$ cat src/exec_pkg.sv
// Execute stage shared definitions
// Widths, vector types, unit and function encodings, RISC-V field positions
`default_nettype none

package exec_pkg;

    ////////////////////
    // Widths and vectors

    localparam int XLEN        = 32;
    localparam int TAG_WIDTH   = 5;    // ROB index
    localparam int SHAMT_WIDTH = 5;

    typedef logic [XLEN-1:0]      xlen_t;
    typedef logic [31:0]          inst_t;
    typedef logic [TAG_WIDTH-1:0] tag_t;

    ////////////////////
    // Unit and function encodings

    // Also the bit index into fu_vec_t
    typedef enum logic [1:0] {
        FU_ALU    = 2'd0,
        FU_MULT   = 2'd1,
        FU_BRANCH = 2'd2
    } fu_kind_t;

    typedef logic [2:0] fu_vec_t;  // One bit per unit kind

    typedef enum logic [3:0] {
        ALU_ADD, ALU_SUB, ALU_AND, ALU_OR, ALU_XOR,
        ALU_SLT, ALU_SLTU, ALU_SLL, ALU_SRL, ALU_SRA,
        ALU_MUL, ALU_MULH, ALU_MULHSU, ALU_MULHU
    } alu_func_t;

    typedef enum logic [1:0] {
        RS1, NPC, PC, ZERO
    } opa_sel_t;

    typedef enum logic [2:0] {
        RS2, I_IMM, S_IMM, B_IMM, U_IMM, J_IMM
    } opb_sel_t;

    ////////////////////
    // RISC-V fields

    localparam int OPCODE_MSB = 6;
    localparam int OPCODE_LSB = 0;
    localparam int FUNCT3_MSB = 14;
    localparam int FUNCT3_LSB = 12;

    localparam logic [6:0] OPCODE_JAL  = 7'b1101111;
    localparam logic [6:0] OPCODE_JALR = 7'b1100111;

    // Conditional branch funct3 codes
    localparam logic [2:0] F3_BEQ  = 3'b000;
    localparam logic [2:0] F3_BNE  = 3'b001;
    localparam logic [2:0] F3_BLT  = 3'b100;
    localparam logic [2:0] F3_BGE  = 3'b101;
    localparam logic [2:0] F3_BLTU = 3'b110;
    localparam logic [2:0] F3_BGEU = 3'b111;

endpackage

`default_nettype wire

$ cat src/exec_alu.sv
// Integer ALU, one slot
// Registers the result on start and holds it until the completion grant
`default_nettype none

module exec_alu (
    input  logic                clock,
    input  logic                reset,
    input  logic                start,
    input  exec_pkg::alu_func_t func,
    input  exec_pkg::xlen_t     opa,
    input  exec_pkg::xlen_t     opb,
    input  exec_pkg::tag_t      tag,
    input  logic                grant,
    output logic                done,
    output exec_pkg::xlen_t     result,
    output exec_pkg::tag_t      done_tag
);
    import exec_pkg::*;

    xlen_t                  alu_out;
    logic [SHAMT_WIDTH-1:0] shamt;

    assign shamt = opb[SHAMT_WIDTH-1:0];  // Low bits only

    always_comb begin
        case (func)
            ALU_ADD:  alu_out = opa + opb;
            ALU_SUB:  alu_out = opa - opb;
            ALU_AND:  alu_out = opa & opb;
            ALU_OR:   alu_out = opa | opb;
            ALU_XOR:  alu_out = opa ^ opb;
            ALU_SLT:  alu_out = {{(XLEN-1){1'b0}}, $signed(opa) < $signed(opb)};
            ALU_SLTU: alu_out = {{(XLEN-1){1'b0}}, opa < opb};
            ALU_SLL:  alu_out = opa << shamt;
            ALU_SRL:  alu_out = opa >> shamt;
            ALU_SRA:  alu_out = xlen_t'($signed(opa) >>> shamt);
            default:  alu_out = '0;  // Multiply codes go to the multiplier
        endcase
    end

    // A new start wins over a grant on the same edge
    always_ff @(posedge clock) begin
        if (reset) begin
            done <= 1'b0;
        end else if (start) begin
            done <= 1'b1;
        end else if (grant) begin
            done <= 1'b0;
        end
    end

    always_ff @(posedge clock) begin
        if (start) begin
            result   <= alu_out;
            done_tag <= tag;
        end
    end

endmodule

`default_nettype wire

$ cat src/exec_branch_unit.sv
// Branch unit, one slot
// Resolves the branch condition and target, holds them until granted
`default_nettype none

module exec_branch_unit (
    input  logic             clock,
    input  logic             reset,
    input  logic             start,
    input  exec_pkg::inst_t  inst,
    input  exec_pkg::xlen_t  opa,
    input  exec_pkg::xlen_t  opb,
    input  exec_pkg::xlen_t  rs1_value,
    input  exec_pkg::xlen_t  rs2_value,
    input  exec_pkg::tag_t   tag,
    input  logic             grant,
    output logic             done,
    output exec_pkg::xlen_t  target,
    output logic             take,
    output exec_pkg::tag_t   done_tag
);
    import exec_pkg::*;

    logic [6:0] opcode;
    logic [2:0] funct3;
    logic       is_jalr;
    logic       cond_take;
    xlen_t      sum;

    assign opcode  = inst[OPCODE_MSB:OPCODE_LSB];
    assign funct3  = inst[FUNCT3_MSB:FUNCT3_LSB];
    assign is_jalr = (opcode == OPCODE_JALR);
    assign sum     = opa + opb;

    always_comb begin
        case (funct3)
            F3_BEQ:  cond_take = (rs1_value == rs2_value);
            F3_BNE:  cond_take = (rs1_value != rs2_value);
            F3_BLT:  cond_take = ($signed(rs1_value) < $signed(rs2_value));
            F3_BGE:  cond_take = ($signed(rs1_value) >= $signed(rs2_value));
            F3_BLTU: cond_take = (rs1_value < rs2_value);
            F3_BGEU: cond_take = (rs1_value >= rs2_value);
            default: cond_take = 1'b0;
        endcase
    end

    always_ff @(posedge clock) begin
        if (reset) begin
            done <= 1'b0;
        end else if (start) begin
            done <= 1'b1;
        end else if (grant) begin
            done <= 1'b0;
        end
    end

    always_ff @(posedge clock) begin
        if (start) begin
            target   <= {sum[XLEN-1:1], sum[0] & ~is_jalr};  // JALR clears bit 0
            take     <= (opcode == OPCODE_JAL) || is_jalr || cond_take;
            done_tag <= tag;
        end
    end

endmodule

`default_nettype wire

$ cat src/exec_complete_arbiter.sv
// Completion bus arbiter
// Fixed priority ALU, MULT, BRANCH, gated by downstream completion credits
`default_nettype none

module exec_complete_arbiter #(
    parameter int COMPLETE_CREDITS = 2
) (
    input  logic               clock,
    input  logic               reset,
    input  logic               alu_done,
    input  logic               mult_done,
    input  logic               branch_done,
    input  exec_pkg::xlen_t    alu_result,
    input  exec_pkg::xlen_t    mult_result,
    input  exec_pkg::xlen_t    branch_target,
    input  exec_pkg::tag_t     alu_tag,
    input  exec_pkg::tag_t     mult_tag,
    input  exec_pkg::tag_t     branch_tag,
    input  logic               branch_take,
    input  logic               complete_credit,
    output exec_pkg::fu_vec_t  grant,
    output logic               complete_valid,
    output exec_pkg::fu_kind_t complete_fu,
    output exec_pkg::tag_t     complete_tag,
    output exec_pkg::xlen_t    complete_result,
    output logic               complete_take
);
    import exec_pkg::*;

    localparam int CREDIT_WIDTH = $clog2(COMPLETE_CREDITS + 1);

    logic [CREDIT_WIDTH-1:0] credits;
    logic                    granted;
    fu_kind_t                win_fu;
    tag_t                    win_tag;
    xlen_t                   win_result;
    logic                    win_take;

    always_comb begin
        grant = '0;
        if (credits != '0) begin
            if (alu_done)         grant[FU_ALU]    = 1'b1;
            else if (mult_done)   grant[FU_MULT]   = 1'b1;
            else if (branch_done) grant[FU_BRANCH] = 1'b1;
        end
    end

    assign granted = |grant;

    // Winner payload defaults to the ALU
    always_comb begin
        win_fu     = FU_ALU;
        win_tag    = alu_tag;
        win_result = alu_result;
        win_take   = 1'b0;
        if (grant[FU_MULT]) begin
            win_fu     = FU_MULT;
            win_tag    = mult_tag;
            win_result = mult_result;
        end else if (grant[FU_BRANCH]) begin
            win_fu     = FU_BRANCH;
            win_tag    = branch_tag;
            win_result = branch_target;
            win_take   = branch_take;
        end
    end

    // Credit spent on the grant edge and returned one per pulse
    always_ff @(posedge clock) begin
        if (reset) begin
            credits        <= CREDIT_WIDTH'(COMPLETE_CREDITS);
            complete_valid <= 1'b0;
        end else begin
            credits        <= credits + CREDIT_WIDTH'(complete_credit) - CREDIT_WIDTH'(granted);
            complete_valid <= granted;
        end
    end

    always_ff @(posedge clock) begin
        if (granted) begin
            complete_fu     <= win_fu;
            complete_tag    <= win_tag;
            complete_result <= win_result;
            complete_take   <= win_take;
        end
    end

endmodule

`default_nettype wire

$ cat src/exec_multiplier.sv
// Sequential multiplier for MUL, MULH, MULHSU and MULHU
// Retires BITS_PER_CYCLE multiplier bits per cycle, holds the product until granted
`default_nettype none

module exec_multiplier #(
    parameter int BITS_PER_CYCLE = 8
) (
    input  logic                clock,
    input  logic                reset,
    input  logic                start,
    input  exec_pkg::alu_func_t func,
    input  exec_pkg::xlen_t     opa,
    input  exec_pkg::xlen_t     opb,
    input  exec_pkg::tag_t      tag,
    input  logic                grant,
    output logic                done,
    output exec_pkg::xlen_t     product,
    output exec_pkg::tag_t      done_tag
);
    import exec_pkg::*;

    localparam int STEPS       = XLEN / BITS_PER_CYCLE;
    localparam int COUNT_WIDTH = $clog2(STEPS + 1);

    typedef logic [2*XLEN-1:0] wide_t;
    typedef enum logic [1:0] {IDLE, RUN, HOLD} mult_state_t;

    mult_state_t            state;
    logic [COUNT_WIDTH-1:0] count;
    logic                   last_step;
    logic                   opa_signed;
    logic                   opb_signed;
    logic                   high_word;   // MULH* return the upper word
    wide_t                  mcand;
    wide_t                  mplier;
    wide_t                  acc;
    wide_t                  partial;
    wide_t                  corrected;

    assign opa_signed = (func == ALU_MUL) || (func == ALU_MULH) || (func == ALU_MULHSU);
    assign opb_signed = (func == ALU_MUL) || (func == ALU_MULH);
    assign last_step  = (count == COUNT_WIDTH'(STEPS));
    assign partial    = mcand * wide_t'(mplier[BITS_PER_CYCLE-1:0]);

    // After STEPS shifts the rest of mplier is all sign bits, worth -2^XLEN,
    // and mcand already carries the 2^XLEN weight
    assign corrected = mplier[0] ? acc - mcand : acc;

    ////////////////////
    // Control

    always_ff @(posedge clock) begin
        if (reset) begin
            state <= IDLE;
            count <= '0;
            done  <= 1'b0;
        end else if (start) begin
            state <= RUN;
            count <= '0;
            done  <= 1'b0;
        end else begin
            case (state)
                RUN: begin
                    if (last_step) begin
                        state <= HOLD;
                        done  <= 1'b1;
                    end else begin
                        count <= count + 1'b1;
                    end
                end
                HOLD: begin
                    if (grant) begin
                        state <= IDLE;
                        done  <= 1'b0;
                    end
                end
                default: ;
            endcase
        end
    end

    ////////////////////
    // Datapath

    always_ff @(posedge clock) begin
        if (start) begin
            mcand     <= {{XLEN{opa_signed & opa[XLEN-1]}}, opa};
            mplier    <= {{XLEN{opb_signed & opb[XLEN-1]}}, opb};
            acc       <= '0;
            high_word <= (func != ALU_MUL);
            done_tag  <= tag;
        end else if (state == RUN) begin
            if (last_step) begin
                product <= high_word ? corrected[2*XLEN-1:XLEN] : corrected[XLEN-1:0];
            end else begin
                acc    <= acc + partial;
                mcand  <= mcand << BITS_PER_CYCLE;
                mplier <= mplier >> BITS_PER_CYCLE;
            end
        end
    end

endmodule

`default_nettype wire

$ cat src/exec_operand_select.sv
// Operand select for the execute stage
// Decodes the RISC-V immediates and muxes operands A and B
`default_nettype none

module exec_operand_select (
    input  exec_pkg::opa_sel_t opa_select,
    input  exec_pkg::opb_sel_t opb_select,
    input  exec_pkg::inst_t    inst,
    input  exec_pkg::xlen_t    pc,
    input  exec_pkg::xlen_t    rs1_value,
    input  exec_pkg::xlen_t    rs2_value,
    output exec_pkg::xlen_t    opa,
    output exec_pkg::xlen_t    opb
);
    import exec_pkg::*;

    xlen_t i_imm;
    xlen_t s_imm;
    xlen_t b_imm;
    xlen_t u_imm;
    xlen_t j_imm;

    // Sign-extended immediates, all keyed off inst[31]
    assign i_imm = {{20{inst[31]}}, inst[31:20]};
    assign s_imm = {{20{inst[31]}}, inst[31:25], inst[11:7]};
    assign b_imm = {{19{inst[31]}}, inst[31], inst[7], inst[30:25], inst[11:8], 1'b0};
    assign u_imm = {inst[31:12], 12'b0};
    assign j_imm = {{11{inst[31]}}, inst[31], inst[19:12], inst[20], inst[30:21], 1'b0};

    always_comb begin
        case (opa_select)
            RS1:     opa = rs1_value;
            NPC:     opa = pc + xlen_t'(4);   // Next sequential PC
            PC:      opa = pc;
            default: opa = '0;
        endcase
    end

    always_comb begin
        case (opb_select)
            RS2:     opb = rs2_value;
            I_IMM:   opb = i_imm;
            S_IMM:   opb = s_imm;
            B_IMM:   opb = b_imm;
            U_IMM:   opb = u_imm;
            J_IMM:   opb = j_imm;
            default: opb = '0;  // Codes 6 and 7
        endcase
    end

endmodule

`default_nettype wire

$ cat src/exec_stage.sv
// Execute stage top level
// Operand select, ALU, branch unit and multiplier sharing one completion bus
`default_nettype none

module exec_stage #(
    parameter int BITS_PER_CYCLE   = 8,
    parameter int COMPLETE_CREDITS = 2
) (
    input  logic                clock,
    input  logic                reset,
    input  logic                issue_valid,
    input  exec_pkg::fu_kind_t  issue_fu,
    input  exec_pkg::alu_func_t issue_func,
    input  exec_pkg::opa_sel_t  opa_select,
    input  exec_pkg::opb_sel_t  opb_select,
    input  exec_pkg::inst_t     inst,
    input  exec_pkg::xlen_t     pc,
    input  exec_pkg::xlen_t     rs1_value,
    input  exec_pkg::xlen_t     rs2_value,
    input  exec_pkg::tag_t      issue_tag,
    input  logic                complete_credit,
    output exec_pkg::fu_vec_t   fu_free,
    output logic                complete_valid,
    output exec_pkg::fu_kind_t  complete_fu,
    output exec_pkg::tag_t      complete_tag,
    output exec_pkg::xlen_t     complete_result,
    output logic                complete_take
);
    import exec_pkg::*;

    xlen_t opa, opb;
    logic  alu_start, mult_start, branch_start;
    logic  alu_done, mult_done, branch_done;
    xlen_t alu_result, mult_result, branch_target;
    tag_t  alu_tag, mult_tag, branch_tag;
    logic  branch_take;

    assign alu_start    = issue_valid && (issue_fu == FU_ALU);
    assign mult_start   = issue_valid && (issue_fu == FU_MULT);
    assign branch_start = issue_valid && (issue_fu == FU_BRANCH);

    exec_operand_select u_operand_select (
        .opa_select, .opb_select, .inst, .pc, .rs1_value, .rs2_value, .opa, .opb
    );

    exec_alu u_alu (
        .clock, .reset, .start(alu_start), .func(issue_func), .opa, .opb,
        .tag(issue_tag), .grant(fu_free[FU_ALU]),
        .done(alu_done), .result(alu_result), .done_tag(alu_tag)
    );

    exec_branch_unit u_branch_unit (
        .clock, .reset, .start(branch_start), .inst, .opa, .opb, .rs1_value, .rs2_value,
        .tag(issue_tag), .grant(fu_free[FU_BRANCH]),
        .done(branch_done), .target(branch_target), .take(branch_take), .done_tag(branch_tag)
    );

    exec_multiplier #(.BITS_PER_CYCLE(BITS_PER_CYCLE)) u_multiplier (
        .clock, .reset, .start(mult_start), .func(issue_func), .opa, .opb,
        .tag(issue_tag), .grant(fu_free[FU_MULT]),
        .done(mult_done), .product(mult_result), .done_tag(mult_tag)
    );

    // Grant doubles as the issue credit return
    exec_complete_arbiter #(.COMPLETE_CREDITS(COMPLETE_CREDITS)) u_complete_arbiter (
        .clock, .reset, .alu_done, .mult_done, .branch_done,
        .alu_result, .mult_result, .branch_target, .alu_tag, .mult_tag, .branch_tag,
        .branch_take, .complete_credit, .grant(fu_free),
        .complete_valid, .complete_fu, .complete_tag, .complete_result, .complete_take
    );

endmodule

`default_nettype wire

$ cat config.mk
export PLATFORM = sky130hd
export DESIGN_NAME = exec_stage
export DESIGN_NICKNAME = d
export VERILOG_FILES = /design/src/exec_pkg.sv /design/src/exec_alu.sv /design/src/exec_branch_unit.sv /design/src/exec_complete_arbiter.sv /design/src/exec_multiplier.sv /design/src/exec_operand_select.sv /design/src/exec_stage.sv
export SDC_FILE = /design/constraint.sdc
export NUM_CORES = 2
export LEC_CHECK = 0
export BUFFER_PORTS_ARGS = -buffer_cell sky130_fd_sc_hd__buf_2
export CORE_ASPECT_RATIO = 1.4
export CORE_MARGIN = 4
export CORE_UTILIZATION = 58
export CTS_CLUSTER_SIZE = 10
export DETAILED_ROUTE_END_ITERATION = 12
export MAX_ROUTING_LAYER = met4
export PLACE_DENSITY = 0.78
export SYNTH_ARGS = -nofsm -noshare
export SYNTH_HDL_FRONTEND = slang
export SYNTH_SLANG_ARGS = --single-unit
export TNS_END_PERCENT = 1
$ cat constraint.sdc
create_clock -name clock -period 6.8 [get_ports clock]
set_input_delay 1.36 -clock clock [delete_from_list [all_inputs] [get_ports clock]]
set_output_delay 1.36 -clock clock [all_outputs]
set_load 0.03 [all_outputs]
Word-level counts from Yosys, hierarchy flattened --
Cells that the tools add are included.
Storage, ports and cells: register bits 356, bits of input ports 148, output and inout bits 44, word-level logic and storage cells 150
Cells by class: add/sub/neg operators 8, multiply operators 1, $lt $le $gt $ge 6, equal/unequal tests 39, shift operators 3, multiplexer cells 34, bitwise gates (word level) 10, reductions and logical operators 26
Operators by type and width (number):
- 64-bit 2-to-1 mux | 7
- 32-bit case mux with 10 select lines | 1
- 32-bit case mux with 6 select lines | 1
- 32-bit < comparator | 4
- 32-bit 2-to-1 mux | 3
- 32-bit case mux with 3 select lines | 1
- 64-bit adder | 1
- 32-bit >= comparator | 2
- 64-bit by 8-bit multiplier with 64-bit output | 1
- 64-bit subtractor | 1
- 32-bit by 3-bit adder with 32-bit output, second input constant | 1
- 32-bit adder | 1
- 32-bit bitwise AND | 1
- 32-bit == test | 1
- 32-bit inequality test | 1
- 32-bit OR | 1
- 32-bit by 5-bit left shift with 32-bit output | 1
- 32-bit by 5-bit right shift with 32-bit output | 1
- 32-bit by 5-bit >>> shifter with 32-bit output | 1
- 32-bit subtractor | 1
- 32-bit bitwise XOR | 1
- 3-bit == test, second input constant | 7
- 4-bit == test, second input constant | 5
- 4-bit by 3-bit == test with 1-bit output, second input constant | 4
- 35 further kinds | 78

Logic depth before layout (Yosys ltp) --
depth after elaboration 7, mapped depth 25, gate-level depth less buffers 22

Cells and area by module --
Synthesis repeated with hierarchy kept, for this count alone.
Second synthesis, totals: cells, all modules 5349, area, all modules 46027.9 sq um
By module, submodules not included:
- exec_multiplier | instances 1, cells an instance 3235, area each 28862.7 sq um, seq. area each 5525.3 sq um
- exec_alu | instances 1, cells an instance 1204, area each 9392.8 sq um, seq. area each 1131.1 sq um
- exec_branch_unit | instances 1, cells an instance 384, area each 3642.2 sq um, seq. area each 1161.1 sq um
- exec_complete_arbiter | instances 1, cells an instance 242, area each 2387.3 sq um, seq. area each 1261.2 sq um
- exec_operand_select | instances 1, cells an instance 281, area each 1712.9 sq um, seq. area each 0.0 sq um
- exec_stage | instances 1, cells an instance 3, area each 30.0 sq um, seq. area each 0.0 sq um

Worst setup path after synthesis --
OpenSTA, ideal clock, no wires.
path type reg-to-reg, start point register u_multiplier.mplier[0], end point register u_multiplier.acc[60], setup time 0.117 ns, arrival 6.142 ns, required time 6.683 ns, slack 0.541 ns, cell stages (with the launch flop) 25, path buffers 4, period minus slack after synthesis 6.259 ns, cells stage by stage edfxtp_1 -> buf_1 -> clkbuf_1 -> clkbuf_1 -> nand2_1 -> fa_1 -> inv_1 -> fa_1 -> fa_1 -> inv_1 -> fa_1 -> inv_1 -> ha_1 -> and2_1 -> clkbuf_1 -> and4_1 -> and2_1 -> a221oi_1 -> o21ai_0 -> a221oi_1 -> o21ai_1 -> a31o_2 -> a221oi_1 -> xnor2_1 -> a22o_1
Between the ends: word-level cells in the longest chain between the ends 2
Ends and longest elaborated chain:
- start, declared | RTL line exec_multiplier.sv:35 | wide_t mplier;
- start signal, assigned | RTL line exec_multiplier.sv:88 | mplier <= {{XLEN{opb_signed & opb[XLEN-1]}}, opb};
- start signal, assigned | RTL line exec_multiplier.sv:98 | mplier <= mplier >> BITS_PER_CYCLE;
- 64-bit by 8-bit multiplier with 64-bit output | RTL line exec_multiplier.sv:43 | assign partial = mcand * wide_t'(mplier[BITS_PER_CYCLE-1:0]);
- 64-bit adder | RTL line exec_multiplier.sv:96 | acc <= acc + partial;
- end signal, assigned | RTL line exec_multiplier.sv:96
- end, declared | RTL line exec_multiplier.sv:36 | wide_t acc;
Every way passes these cells. A chain may end at the register's enable or synchronous reset.

Final worst setup path --
start point register u_multiplier.mcand[29], end point register u_multiplier.acc[62]
Between the ends: word-level cells in the longest chain between the ends 2
Ends and longest elaborated chain:
- start, declared | RTL line exec_multiplier.sv:34 | wide_t mcand;
- start signal, assigned | RTL line exec_multiplier.sv:87 | mcand <= {{XLEN{opa_signed & opa[XLEN-1]}}, opa};
- start signal, assigned | RTL line exec_multiplier.sv:97 | mcand <= mcand << BITS_PER_CYCLE;
- 64-bit by 8-bit multiplier with 64-bit output | RTL line exec_multiplier.sv:43
- 64-bit adder | RTL line exec_multiplier.sv:96
Every way passes these cells.

==> impl_metrics.yaml <==
place:
  place.gp.congestion: 1.16
  placed_cells: 6385
  place_hpwl_um: 150000
  portBuffers: 191
  placed_area_um2: 47000
yosys:
  ys_seq_area_frac: 0.204
  syn_avg_cell_area_um2: 8.30
  synth_flop_cell: "edfxtp_1"
  synth_common_cells: "inv_1, nand2_1, fa_1, a21oi_1, and2_1"
  synth_cells: 5363
  yosysTopAreaCell: "fa_1"
  yosysTopAreaCellShare: 0.186
  yosysMostFrequentCell: "inv_1"
  syn_area_um2: 44500
  synth.distinct_cells: 101
  synth_edf_count: 253
  synth_area_leaders: "fa_1, edfxtp_1, ha_1"
  syn_nets: 6196
  ys_warn_count: 0
  synth-seq-cells: 327
  async_flop_share: 0
timing:
  fin_hold_ws_ps: 508
  skew_ps: 47.8
  setup_viol: 0
  relSlewSlack: 0.0173
  period_needed_ps: 6420
  fin_setup_tns_ps: 0
  clock.fmax_ghz: 0.156
  min_period_over_period: 0.945
  slew_viol_final: 0
  worstMarginPinSlew_ps: 1470
  finalHoldViolations: 0
  rsz0062_at_grt: "false"
global_routing:
  grt-ovfl-total: 0
  grt_pass1_wl_um: 280000
  grt_max_degree: 91
  antenna_found_initial: 5
  grt_pass1_vias: 44235
  grtUsageTotal: 0.474
clock_network:
  cts_tree: "done"
  ctsResizeCount: 0
  clock_latency_ps: 630
  cts_buffers: 42
  cts_buffer_depth: 3
  post-cts-setup-buffers: 0
  htree_levels: 2
  clk_pin_slew_worst_paths_ps: 60
  cts-root-buf: "clkbuf_16"
  cts_hold_buffers: 0
  clock_sinks: 327
critical_path:
  end_kind: "flop"
  cp-start-kind: "flop"
  cp_slowest_cell: "edfxtp_1"
  crit_buf_inv: 4
  cp.arrival_ps: 6940
  critPathMaxFanout: 9
  cp.required_ps: 7310
  crit_chain: "nand2_1 -> fa_1 -> inv_1 -> fa_1 -> fa_1 -> inv_1 -> fa_1 -> inv_1 -> ha_1 -> a21oi_1 -> o21ai_0 -> nand3_1 -> a21oi_1 -> a211o_1 -> a31oi_1 -> buf_4 -> a2bb2oi_1 -> o21ai_1 -> mux2i_1 -> a31oi_1 -> a211oi_1"
  slowest_delay_ps: 730
  crit_top_cell: "fa_1"
  crit_family: "adder cells"
  path_class: "reg -> reg"
finish:
  num-nets-final: 6294
  area_growth_pct: 8.66
  final_cell_area_um2: 48400
  drive_above_1_share: 0.0978
  finalNonFillerCells: 6468
power_and_ir_drop:
  vdd_ir_drop_max_uv: 563
  power-per-cell-area_nw_per_um2: 483
  p_leak_uw: 0.0220
route:
  wl_um: 191000
  wl_per_cell_um: 29.5
  drc: 0
  vias: 42884
  dr.pass1.iters: 6
  drt-initial-drc-count: 4509
  viasPerCell: 6.63
  drtAntennaViolNets: 0
die:
  die_height_um: 336
  fp-row-count: 119
  fp.dieW_um: 242
  ios: 192
  core_area_um2: 75600
  initial_core_util: 0.589
  dieArea_um2: 81300
min_path:
  worst_hold_path_type: "reg -> reg"
run_status:
  status: "complete, no violations"
flow_run:
  max-cap-violations: 0
stage by stage:
step / util / worst slack [ps] / power [uW]
after detailed placement: 0.622 / 328 / 20500
after global placement: 0.622 / 313 / 20200
after CTS: 0.639 / 531 / 23000
final: 0.640 / 375 / 23400
after floorplan: - / 541 / 15200
after global routing: 0.639 / 102 / 25100
worst reg2reg max path: stages (launching register included):
cell	delay [ps]
edfxtp_1	730
nand2_1	180
fa_1	540
inv_1	60
fa_1	490
fa_1	550
inv_1	50
fa_1	470
inv_1	40
ha_1	360
a21oi_1	340
o21ai_0	290
nand3_1	160
a21oi_1	70
a211o_1	270
a31oi_1	330
buf_4	240
a2bb2oi_1	350
o21ai_1	240
mux2i_1	200
a31oi_1	140
a211oi_1	240
placed cells by master, fill, tap and decap left out, types with 43 or more instances in the layout:
cell type	n
a21oi_1	387
nand2_1	572
inv_1	696
nand3_1	68
and2_1	356
o22ai_1	45
clkbuf_16	43
nand4_1	55
a31oi_1	50
xor2_1	50
fa_1	413
o21ai_0	337
ha_1	272
buf_4	179
dfxtp_1	74
nor2b_1	46
nor3_1	54
mux2i_1	107
buf_2	191
xnor2_1	130
nor2_1	320
a21o_1	108
edfxtp_1	253
logic make-up (layout without fill, tap and decap cells):
kind of cell | after synthesis | count (layout) | share of synthesized area
simple gates | 1677 | 1677 | 0.186
compound gates | 1315 | 1315 | 0.185
buf+inv | 1031 | 1161 | 0.0879
fa+ha+maj | 685 | 685 | 0.262
flops | 327 | 327 | 0.204
xor+xnor | 180 | 180 | 0.0354
mux | 148 | 148 | 0.0395
other cells | 0 | 7 | 0
flip-flops by register name (all words and copies together) (netlist names):
name                                flops
u_complete_arbiter.complete_valid       1
u_complete_arbiter.complete_tag         5
u_multiplier.acc                       64
u_multiplier.high_word                  1
u_multiplier.mplier                    36
u_complete_arbiter.credits              2
u_complete_arbiter.complete_result     32
u_multiplier.product                   32
u_alu.done_tag                          5
u_branch_unit.done_tag                  5
u_complete_arbiter.complete_take        1
u_branch_unit.take                      1
u_multiplier.count                      3
u_branch_unit.done                      1
u_branch_unit.target                   32
u_multiplier.state                      2
u_alu.done                              1
u_alu.result                           32
u_complete_arbiter.complete_fu          2
u_multiplier.mcand                     64
u_multiplier.done_tag                   5
layout make-up:
cell class,count,area [um2]
inverters,706,2650
flip-flops and latches,327,9080
diodes,7,17.5
multi-input cells,4005,31600
well taps,968,1210
fillers,6415,27300
clock buffers,65,1180
repair buffers,379,2480
clock inverters,11,154
worst paths after layout:
check | slack, ps | to | start | cells past startpoint
setup / recovery | 380 | u_multiplier.acc[62]$_SDFFE_PP0P_ | u_multiplier.mcand[29]$_DFFE_PP_ | 21
hold / removal | 510 | u_multiplier.acc[26]$_SDFFE_PP0P_ | u_multiplier.acc[26]$_SDFFE_PP0P_ | 2
setup reg to reg | 380 | u_multiplier.acc[62]$_SDFFE_PP0P_ | u_multiplier.mcand[29]$_DFFE_PP_ | 21
hold reg to reg | 510 | u_multiplier.acc[26]$_SDFFE_PP0P_ | u_multiplier.acc[26]$_SDFFE_PP0P_ | 2
where the power goes:
| part | total [uW] | switching (uW) | internal, uW |
|---|---|---|---|
| Clock | 2290 | 978 | 1310 |
| Combinational | 18200 | 11200 | 6950 |
| Sequential | 2910 | 384 | 2520 |
| Total | 23400 | 12600 | 10800 |
per-layer routing:
layer  vias up  track usage  share of wire  wire length, um
met3      1111       0.0849          0.085            16300
met5         -            -              0                0
met4         0        0.464           0.13            25000
met1     20558        0.471           0.31            60000
met2      2844        0.779           0.47            89500
li1      18371            -              -                -
Power figures use the tool's default switching activity.
